`src/hw/cpu_pkg.sv`:
```
package cpu_pkg;

    // data path and register file sizes
    localparam int XLEN     = 32;
    localparam int REG_AW   = 5;
    localparam int NUM_REGS = 32;

    // operations the execute stage can perform
    typedef enum logic [3:0] {
        ALU_ADD,
        ALU_SUB,
        ALU_SLT,
        ALU_SLTU,
        ALU_AND,
        ALU_OR,
        ALU_XOR,
        ALU_SLL,
        ALU_SRL,
        ALU_SRA,
        ALU_LUI
    } alu_op_t;

    // 3R and 2RI5 forms, matched against inst[31:15]
    localparam logic [16:0] OP17_ADD_W  = 17'h00020;
    localparam logic [16:0] OP17_SUB_W  = 17'h00022;
    localparam logic [16:0] OP17_SLT    = 17'h00024;
    localparam logic [16:0] OP17_SLTU   = 17'h00025;
    localparam logic [16:0] OP17_AND    = 17'h00029;
    localparam logic [16:0] OP17_OR     = 17'h0002A;
    localparam logic [16:0] OP17_XOR    = 17'h0002B;
    localparam logic [16:0] OP17_SLLI_W = 17'h00081;
    localparam logic [16:0] OP17_SRLI_W = 17'h00089;
    localparam logic [16:0] OP17_SRAI_W = 17'h00091;

    // 2RI12 form, matched against inst[31:22]
    localparam logic [9:0] OP10_ADDI_W = 10'h00A;

    // 1RI20 form, matched against inst[31:25]
    localparam logic [6:0] OP7_LU12I_W = 7'h0A;

    // field positions inside the instruction word
    localparam int RD_LSB   = 0;
    localparam int RJ_LSB   = 5;
    localparam int RK_LSB   = 10;
    localparam int UI5_LSB  = 10;
    localparam int SI12_LSB = 10;
    localparam int SI12_W   = 12;
    localparam int SI20_LSB = 5;
    localparam int SI20_W   = 20;

endpackage

```
`src/hw/inst_decode.sv`:
```
`timescale 1ns/1ps

module inst_decode import cpu_pkg::*; #(
    parameter logic [XLEN-1:0] PC_RESET = 32'h1C00_0000
) (
    input  logic              clk,
    input  logic              rst,
    input  logic              inst_valid,
    input  logic [XLEN-1:0]   inst,
    // register file write port from the result stage
    input  logic              rf_we,
    input  logic [REG_AW-1:0] rf_waddr,
    input  logic [XLEN-1:0]   rf_wdata,
    // instruction one ahead, for bypass
    input  logic              es_valid,
    input  logic              es_wen,
    input  logic [REG_AW-1:0] es_dest,
    input  logic [XLEN-1:0]   es_result,
    output logic              ds_valid,
    output logic [XLEN-1:0]   ds_pc,
    output alu_op_t           ds_op,
    output logic [XLEN-1:0]   ds_src1,
    output logic [XLEN-1:0]   ds_src2,
    output logic [REG_AW-1:0] ds_dest,
    output logic              ds_wen
);

    logic [XLEN-1:0]   pc;
    logic [XLEN-1:0]   rf [NUM_REGS];

    logic [16:0]       op17;
    logic [9:0]        op10;
    logic [6:0]        op7;
    logic [REG_AW-1:0] inst_rd;
    logic [SI12_W-1:0] inst_si12;
    logic              dec_known;
    alu_op_t           dec_op;
    logic              dec_use_imm;
    logic [XLEN-1:0]   dec_imm;

    // decoded fields held for the operand read
    logic [REG_AW-1:0] ds_rj;
    logic [REG_AW-1:0] ds_rk;
    logic              ds_use_imm;
    logic [XLEN-1:0]   ds_imm;

    assign op17      = inst[31 -: 17];
    assign op10      = inst[31 -: 10];
    assign op7       = inst[31 -: 7];
    assign inst_rd   = inst[RD_LSB +: REG_AW];
    assign inst_si12 = inst[SI12_LSB +: SI12_W];

    // one word per accepted strobe, never refused
    always_ff @(posedge clk) begin
        if (rst) begin
            pc <= PC_RESET;
        end else if (inst_valid) begin
            pc <= pc + 32'd4;
        end
    end

    always_comb begin
        dec_known   = 1'b1;
        dec_op      = ALU_ADD;
        dec_use_imm = 1'b0;
        dec_imm     = '0;
        if (op7 == OP7_LU12I_W) begin
            dec_op      = ALU_LUI;
            dec_use_imm = 1'b1;
            dec_imm     = {inst[SI20_LSB +: SI20_W], {(XLEN-SI20_W){1'b0}}};
        end else if (op10 == OP10_ADDI_W) begin
            dec_use_imm = 1'b1;
            dec_imm     = {{(XLEN-SI12_W){inst_si12[SI12_W-1]}}, inst_si12};
        end else begin
            // shift amount for the immediate shifts
            dec_imm = {{(XLEN-REG_AW){1'b0}}, inst[UI5_LSB +: REG_AW]};
            case (op17)
                OP17_ADD_W:  dec_op = ALU_ADD;
                OP17_SUB_W:  dec_op = ALU_SUB;
                OP17_SLT:    dec_op = ALU_SLT;
                OP17_SLTU:   dec_op = ALU_SLTU;
                OP17_AND:    dec_op = ALU_AND;
                OP17_OR:     dec_op = ALU_OR;
                OP17_XOR:    dec_op = ALU_XOR;
                OP17_SLLI_W: begin
                    dec_op      = ALU_SLL;
                    dec_use_imm = 1'b1;
                end
                OP17_SRLI_W: begin
                    dec_op      = ALU_SRL;
                    dec_use_imm = 1'b1;
                end
                OP17_SRAI_W: begin
                    dec_op      = ALU_SRA;
                    dec_use_imm = 1'b1;
                end
                default:     dec_known = 1'b0;
            endcase
        end
    end

    always_ff @(posedge clk) begin
        if (rst) begin
            ds_valid <= 1'b0;
        end else begin
            ds_valid <= inst_valid;
        end
    end

    always_ff @(posedge clk) begin
        if (inst_valid) begin
            ds_pc      <= pc;
            ds_op      <= dec_op;
            ds_dest    <= inst_rd;
            ds_wen     <= dec_known && (inst_rd != '0);
            ds_rj      <= inst[RJ_LSB +: REG_AW];
            ds_rk      <= inst[RK_LSB +: REG_AW];
            ds_use_imm <= dec_use_imm;
            ds_imm     <= dec_imm;
        end
    end

    // written at the edge that retires the result register
    always_ff @(posedge clk) begin
        if (rst) begin
            for (int i = 0; i < NUM_REGS; i++) begin
                rf[i] <= '0;
            end
        end else if (rf_we && rf_waddr != '0) begin
            rf[rf_waddr] <= rf_wdata;
        end
    end

    // execute is younger than the result register, so it wins
    function automatic logic [XLEN-1:0] read_reg(input logic [REG_AW-1:0] addr);
        logic [XLEN-1:0] value;
        if (addr == '0) begin
            value = '0;
        end else if (es_valid && es_wen && es_dest == addr) begin
            value = es_result;
        end else if (rf_we && rf_waddr == addr) begin
            value = rf_wdata;
        end else begin
            value = rf[addr];
        end
        return value;
    endfunction

    always_comb begin
        ds_src1 = read_reg(ds_rj);
        ds_src2 = ds_use_imm ? ds_imm : read_reg(ds_rk);
    end

endmodule

```
`src/hw/alu_execute.sv`:
```
`timescale 1ns/1ps

module alu_execute import cpu_pkg::*; (
    input  logic              clk,
    input  logic              rst,
    input  logic              ds_valid,
    input  logic [XLEN-1:0]   ds_pc,
    input  alu_op_t           ds_op,
    input  logic [XLEN-1:0]   ds_src1,
    input  logic [XLEN-1:0]   ds_src2,
    input  logic [REG_AW-1:0] ds_dest,
    input  logic              ds_wen,
    output logic              es_valid,
    output logic [XLEN-1:0]   es_pc,
    output logic [REG_AW-1:0] es_dest,
    output logic              es_wen,
    output logic [XLEN-1:0]   es_result
);

    logic [4:0]      shamt;
    logic [XLEN-1:0] alu_out;

    // shifts only look at the low five bits
    assign shamt = ds_src2[4:0];

    always_comb begin
        case (ds_op)
            ALU_ADD:  alu_out = ds_src1 + ds_src2;
            ALU_SUB:  alu_out = ds_src1 - ds_src2;
            ALU_SLT:  alu_out = {{(XLEN-1){1'b0}}, $signed(ds_src1) < $signed(ds_src2)};
            ALU_SLTU: alu_out = {{(XLEN-1){1'b0}}, ds_src1 < ds_src2};
            ALU_AND:  alu_out = ds_src1 & ds_src2;
            ALU_OR:   alu_out = ds_src1 | ds_src2;
            ALU_XOR:  alu_out = ds_src1 ^ ds_src2;
            ALU_SLL:  alu_out = ds_src1 << shamt;
            ALU_SRL:  alu_out = ds_src1 >> shamt;
            ALU_SRA:  alu_out = $unsigned($signed(ds_src1) >>> shamt);
            // immediate already shifted in decode
            ALU_LUI:  alu_out = ds_src2;
            default:  alu_out = '0;
        endcase
    end

    always_ff @(posedge clk) begin
        if (rst) begin
            es_valid <= 1'b0;
        end else begin
            es_valid <= ds_valid;
        end
    end

    always_ff @(posedge clk) begin
        if (ds_valid) begin
            es_pc     <= ds_pc;
            es_dest   <= ds_dest;
            es_wen    <= ds_wen;
            es_result <= alu_out;
        end
    end

endmodule

```
`src/hw/wb_result.sv`:
```
`timescale 1ns/1ps

module wb_result import cpu_pkg::*; (
    input  logic              clk,
    input  logic              rst,
    input  logic              es_valid,
    input  logic [XLEN-1:0]   es_pc,
    input  logic [REG_AW-1:0] es_dest,
    input  logic              es_wen,
    input  logic [XLEN-1:0]   es_result,
    output logic              rf_we,
    output logic [REG_AW-1:0] rf_waddr,
    output logic [XLEN-1:0]   rf_wdata,
    output logic [XLEN-1:0]   debug_wb_pc,
    output logic [3:0]        debug_wb_rf_we,
    output logic [REG_AW-1:0] debug_wb_rf_wnum,
    output logic [XLEN-1:0]   debug_wb_rf_wdata
);

    logic              ws_we;
    logic [REG_AW-1:0] ws_dest;
    logic [XLEN-1:0]   ws_result;

    always_ff @(posedge clk) begin
        if (rst) begin
            ws_we       <= 1'b0;
            debug_wb_pc <= '0;
        end else begin
            ws_we <= es_valid && es_wen;
            // holds the last retired pc between instructions
            if (es_valid) begin
                debug_wb_pc <= es_pc;
            end
        end
    end

    always_ff @(posedge clk) begin
        if (es_valid) begin
            ws_dest   <= es_dest;
            ws_result <= es_result;
        end
    end

    // write port back to decode, also the oldest bypass source
    assign rf_we    = ws_we;
    assign rf_waddr = ws_dest;
    assign rf_wdata = ws_result;

    // trace strobe is all bytes or nothing
    assign debug_wb_rf_we    = {4{ws_we}};
    assign debug_wb_rf_wnum  = ws_dest;
    assign debug_wb_rf_wdata = ws_result;

endmodule

```
`src/hw/mini_cpu.sv`:
```
`timescale 1ns/1ps

module mini_cpu import cpu_pkg::*; #(
    parameter logic [XLEN-1:0] PC_RESET = 32'h1C00_0000
) (
    input  logic              clk,
    input  logic              rst,
    input  logic              inst_valid,
    input  logic [XLEN-1:0]   inst,
    // trace debug outputs
    output logic [XLEN-1:0]   debug_wb_pc,
    output logic [3:0]        debug_wb_rf_we,
    output logic [REG_AW-1:0] debug_wb_rf_wnum,
    output logic [XLEN-1:0]   debug_wb_rf_wdata
);

    // decode to execute
    logic              ds_valid;
    logic [XLEN-1:0]   ds_pc;
    alu_op_t           ds_op;
    logic [XLEN-1:0]   ds_src1;
    logic [XLEN-1:0]   ds_src2;
    logic [REG_AW-1:0] ds_dest;
    logic              ds_wen;

    // execute to result
    logic              es_valid;
    logic [XLEN-1:0]   es_pc;
    logic [REG_AW-1:0] es_dest;
    logic              es_wen;
    logic [XLEN-1:0]   es_result;

    // result back to decode
    logic              rf_we;
    logic [REG_AW-1:0] rf_waddr;
    logic [XLEN-1:0]   rf_wdata;

    inst_decode #(
        .PC_RESET   (PC_RESET)
    ) inst_decode_inst (
        .clk        (clk),
        .rst        (rst),
        .inst_valid (inst_valid),
        .inst       (inst),
        .rf_we      (rf_we),
        .rf_waddr   (rf_waddr),
        .rf_wdata   (rf_wdata),
        .es_valid   (es_valid),
        .es_wen     (es_wen),
        .es_dest    (es_dest),
        .es_result  (es_result),
        .ds_valid   (ds_valid),
        .ds_pc      (ds_pc),
        .ds_op      (ds_op),
        .ds_src1    (ds_src1),
        .ds_src2    (ds_src2),
        .ds_dest    (ds_dest),
        .ds_wen     (ds_wen)
    );

    alu_execute alu_execute_inst (
        .clk        (clk),
        .rst        (rst),
        .ds_valid   (ds_valid),
        .ds_pc      (ds_pc),
        .ds_op      (ds_op),
        .ds_src1    (ds_src1),
        .ds_src2    (ds_src2),
        .ds_dest    (ds_dest),
        .ds_wen     (ds_wen),
        .es_valid   (es_valid),
        .es_pc      (es_pc),
        .es_dest    (es_dest),
        .es_wen     (es_wen),
        .es_result  (es_result)
    );

    wb_result wb_result_inst (
        .clk               (clk),
        .rst               (rst),
        .es_valid          (es_valid),
        .es_pc             (es_pc),
        .es_dest           (es_dest),
        .es_wen            (es_wen),
        .es_result         (es_result),
        .rf_we             (rf_we),
        .rf_waddr          (rf_waddr),
        .rf_wdata          (rf_wdata),
        .debug_wb_pc       (debug_wb_pc),
        .debug_wb_rf_we    (debug_wb_rf_we),
        .debug_wb_rf_wnum  (debug_wb_rf_wnum),
        .debug_wb_rf_wdata (debug_wb_rf_wdata)
    );

endmodule

```
`config.mk`:
```
export PLATFORM = sky130hd
export DESIGN_NAME = mini_cpu
export DESIGN_NICKNAME = d
export VERILOG_FILES = /design/src/hw/cpu_pkg.sv /design/src/hw/inst_decode.sv /design/src/hw/alu_execute.sv /design/src/hw/wb_result.sv /design/src/hw/mini_cpu.sv
export SDC_FILE = /design/constraint.sdc
export NUM_CORES = 2
export LEC_CHECK = 0
export BUFFER_PORTS_ARGS = -buffer_cell sky130_fd_sc_hd__buf_2
export CAP_MARGIN = 15
export CORE_MARGIN = 2
export CORE_UTILIZATION = 64
export DETAILED_ROUTE_END_ITERATION = 16
export MAX_ROUTING_LAYER = met4
export PLACE_DENSITY_LB_ADDON = 0.15
export SLEW_MARGIN = 20
export SYNTH_ARGS = -nofsm -noshare
export SYNTH_HDL_FRONTEND = slang
export SYNTH_SLANG_ARGS = --single-unit
```
`constraint.sdc`:
```
create_clock -name clk -period 7.2 [get_ports clk]
set_input_delay 0.36 -clock clk [delete_from_list [all_inputs] [get_ports clk]]
set_output_delay 0.36 -clock clk [all_outputs]
set_load 0.03 [all_outputs]
```
==> out/results.txt <==
Status: complete, no violations
Critical path data arrival time: 7.51 ns
Chip width: 342 um
Slew @ Worst Pin: 1.40 ns
Clock sinks: 1285
Share of post-route cells with drive strength above 1: 22.9%
Req. time, crit path: 7.72 ns
Clk buf depth: 3
Insertion delay to the later sink of the worst-skew pair: 0.79 ns
Crit share post-route: 97.2%
First-pass GRT wire length: 408000 um
Detail Route Antenna Nets: 0
RSZ-0062 raised after global routing: false
Routed len/inst: 40.5 um
I/O Buffers: 105
Area share of the largest cell type after synthesis: 49.8%
Number of library cell types mapped by synthesis: 87
Worst Skew: 0.0398 ns
Crit path to: alu_execute_inst.es_result[30]
Reg2reg path depth: 20
Flops & latches, synth: 1285
Vias in the first global route: 54400
Leakage power total: 29.7 nW
Fmax: 0.143 GHz
Hold Crit Start: inst[22]
Fillers: 7278
CP max FO: 37
Htree depth: 4
Placed instance area: 0.0763 mm2
Layout Utilization: 71.9%
Routed WL: 294000 um
Die area: 0.117 mm2
Critical Path End Type: register
Maximum VDD drop: 0.000254 V
DRC viols: 0
Primary FF master, synth: edfxtp_1
Finished Cell Area: 0.0811 mm2
Synth Cell Area: 0.0731 mm2
Startpoint types: register
Final max-slew violation count: 0
Post-synth EDFFs: 1212
Most numerous cell in the Yosys netlist: edfxtp_1
Gr usage total: 52.1%
TritonCTS clock tree: yes
Synth Instances: 5498
Reg clk slew, reported paths: 0.07 ns
CP Class: reg -> reg
HP Class: in -> reg
GRT Residual Overflow: 0
R2R Path End: alu_execute_inst.es_result[30]
I/O pin count: 108
Post-synth ARST share: 0%
Root Buffer: clkbuf_16
Vias: 55900
PwrDens: 260 mW/mm2
Reg-to-reg slack, setup: 0.20 ns
Nets: 5757
Synth area leaders: edfxtp_1 (50%), mux4_2 (16%), and2_1 (7.1%)
Number of max-cap violations: 0
Seq/Total Area, Yosys: 51.8%
Setup Viol. Count Final: 0
DP HPWL: 188000 um
Vias/cell: 7.70
Yosys warnings: 0
Hold Vio Cnt, Final: 0
Mean Syn Cell Area: 13.3 um2
Area grow syn2layout: 11.0%
Commonest cells post-synth: edfxtp_1 (1212), and2_1 (824), mux4_2 (517)
Die height: 342 um
Final GP Congestion: 1.07
Row Count: 123
Rel. slew slack: 5.91%
Design Power: 21.1 mW
Initial Utilization: 64.8%
Antenna violations before repair: 33
Initial DRC Count: 11500
Pre-antenna DRT Iters: 10
Post-layout minimum cycle time: 7.00 ns
Core area: 0.113 mm2
Final setup TNS: 0 ns
Cts bufs inserted: 138
Largest area contributor in the netlist: edfxtp_1
Largest net degree at the start of global routing: 91
stage by stage:
stage,worst slack (ns),cells,hold slack [ns]
after global routing,0.0611,7252,0.0182
after CTS,0.565,7225,0.00585
after detailed placement,0.557,6956,0.405
after floorplan,0.596,5531,0.400
final,0.202,7257,0.0367
after global placement,0.575,6955,0.402
layout make-up:
type,instances,area (um2),area share (%)
flip-flops and latches,1285,37900,46.7
inverters,104,390,0.481
well taps,1500,1880,2.31
repair buffers,455,3430,4.23
clock inverters,75,805,0.992
multi-input cells,3633,33000,40.7
diodes,28,70.1,0.0864
clock buffers,177,3660,4.51
power breakdown:
group	switching (mW)	internal, mW	leakage, nW	total [mW]
clock	3.10	4.06	2.16	7.16
combinational	3.29	1.87	14.7	5.17
sequential	0.282	8.47	12.9	8.75
total	6.67	14.4	29.7	21.1
metal layers:
| metal | vias up | track usage, % | wire length, um |
|---|---|---|---|
| li1 | 21600 | - | - |
| met5 | - | - | 0 |
| met3 | 1595 | 18.5 | 48600 |
| met2 | 5836 | 72.8 | 125000 |
| met4 | 0 | 40.6 | 30100 |
| met1 | 26900 | 61.6 | 90000 |
logic make-up after synthesis:
family	Yosys count	synth area share, %
and+or+nand+nor	1785	13.3
DFF	1285	51.8
AOI/OAI and AO/OA	821	7.87
muxes	811	20.7
buffers and inverters	613	3.59
adders and majority gates	105	1.82
xor gates and xnor gates	77	0.923
other	1	0.00513
critical path: stages, from the launching register on:
cell and delay, ns:
dfxtp_4 0.43, buf_12 0.31, mux4_2 0.55, mux4_2 0.51
mux2i_1 0.53, o21ai_0 0.24, a222oi_1 0.49, buf_4 0.24
inv_1 0.07, ha_1 0.30, nor2b_1 0.15, o31a_1 0.25
a211o_1 0.26, a21oi_1 0.29, a311oi_1 0.21, o31ai_1 0.40
a21oi_1 0.16, o21ai_0 0.44, a211oi_1 0.16, a2bb2oi_1 0.17
or4_1 0.52
state kept, by name (all words and copies together), names as in the netlist, named ones only:
| register | flops |
|---|---|
| alu_execute_inst.es_dest | 5 |
| inst_decode_inst.ds_wen | 1 |
| alu_execute_inst.es_wen | 1 |
| alu_execute_inst.es_result | 32 |
| wb_result_inst.debug_wb_pc | 30 |
| alu_execute_inst.es_valid | 1 |
| wb_result_inst.debug_wb_rf_wnum | 5 |
| inst_decode_inst.ds_valid | 1 |
| wb_result_inst.debug_wb_rf_wdata | 32 |
| inst_decode_inst.ds_pc | 30 |
| wb_result_inst.rf_we | 1 |
| inst_decode_inst.ds_op | 4 |
| inst_decode_inst.ds_rk | 5 |
| inst_decode_inst.ds_imm | 32 |
| inst_decode_inst.rf | 1024 |
| inst_decode_inst.ds_rj | 5 |
| inst_decode_inst.ds_dest | 5 |
| inst_decode_inst.ds_use_imm | 1 |
| alu_execute_inst.es_pc | 30 |
| inst_decode_inst.pc | 30 |
worst min path at each step:
stage	to	slack (ns)	cells past startpoint
4_1_cts	inst_decode_inst.ds_imm[30]	0.006	2
3_3_place_gp	alu_execute_inst.es_pc[17]	0.40	0
3_5_place_dp	alu_execute_inst.es_pc[16]	0.41	0
2_1_floorplan	alu_execute_inst.es_dest[0]	0.40	0
5_1_grt	inst_decode_inst.ds_imm[29]	0.02	2
6_report	inst_decode_inst.ds_imm[29]	0.04	2
timing repair:
item | CTS | global route
hold buffers | 17 | 0
buffers inserted | 0 | 0
resized for setup | 0 | 0
endpoints found under the hold margin | 32 | 0
placed cells by master (no fill, tap or decap), types with 20 or more instances in the layout:
master     Yosys  final
mux4_1        29     29
a221oi_1      38     38
buf_2         88    103
buf_4         20    317
xnor2_1       51     51
nor2_1       299    265
edfxtp_1    1212   1212
nand2_1      181    181
diode_2        0     28
o211ai_1      29     29
a31oi_1       22     22
mux2i_1      221    221
or2_2         41     33
o22a_1        20     20
nand4_1       22     22
conb_1         1     34
o21ai_0      118    117
clkbuf_1     336     35
mux4_2       517    517
o22ai_1       86     86
ha_1         103    103
nand3_1       42     41
and2_1       824    824
xor2_1        26     26
dfxtp_1       73     61
nor3_1       235    230
a21o_1        34     34
o31ai_1       24     22
clkbuf_16      0    141
inv_1        100     98
nor2b_1       26     26
a211oi_1      34     34
a21oi_1      137    137
nor2_4         0     20
o221ai_1      39     39
mux2_2        44     44
a22oi_1       69     69
clkinv_1       2     30
(Power assumes the default switching activity.)
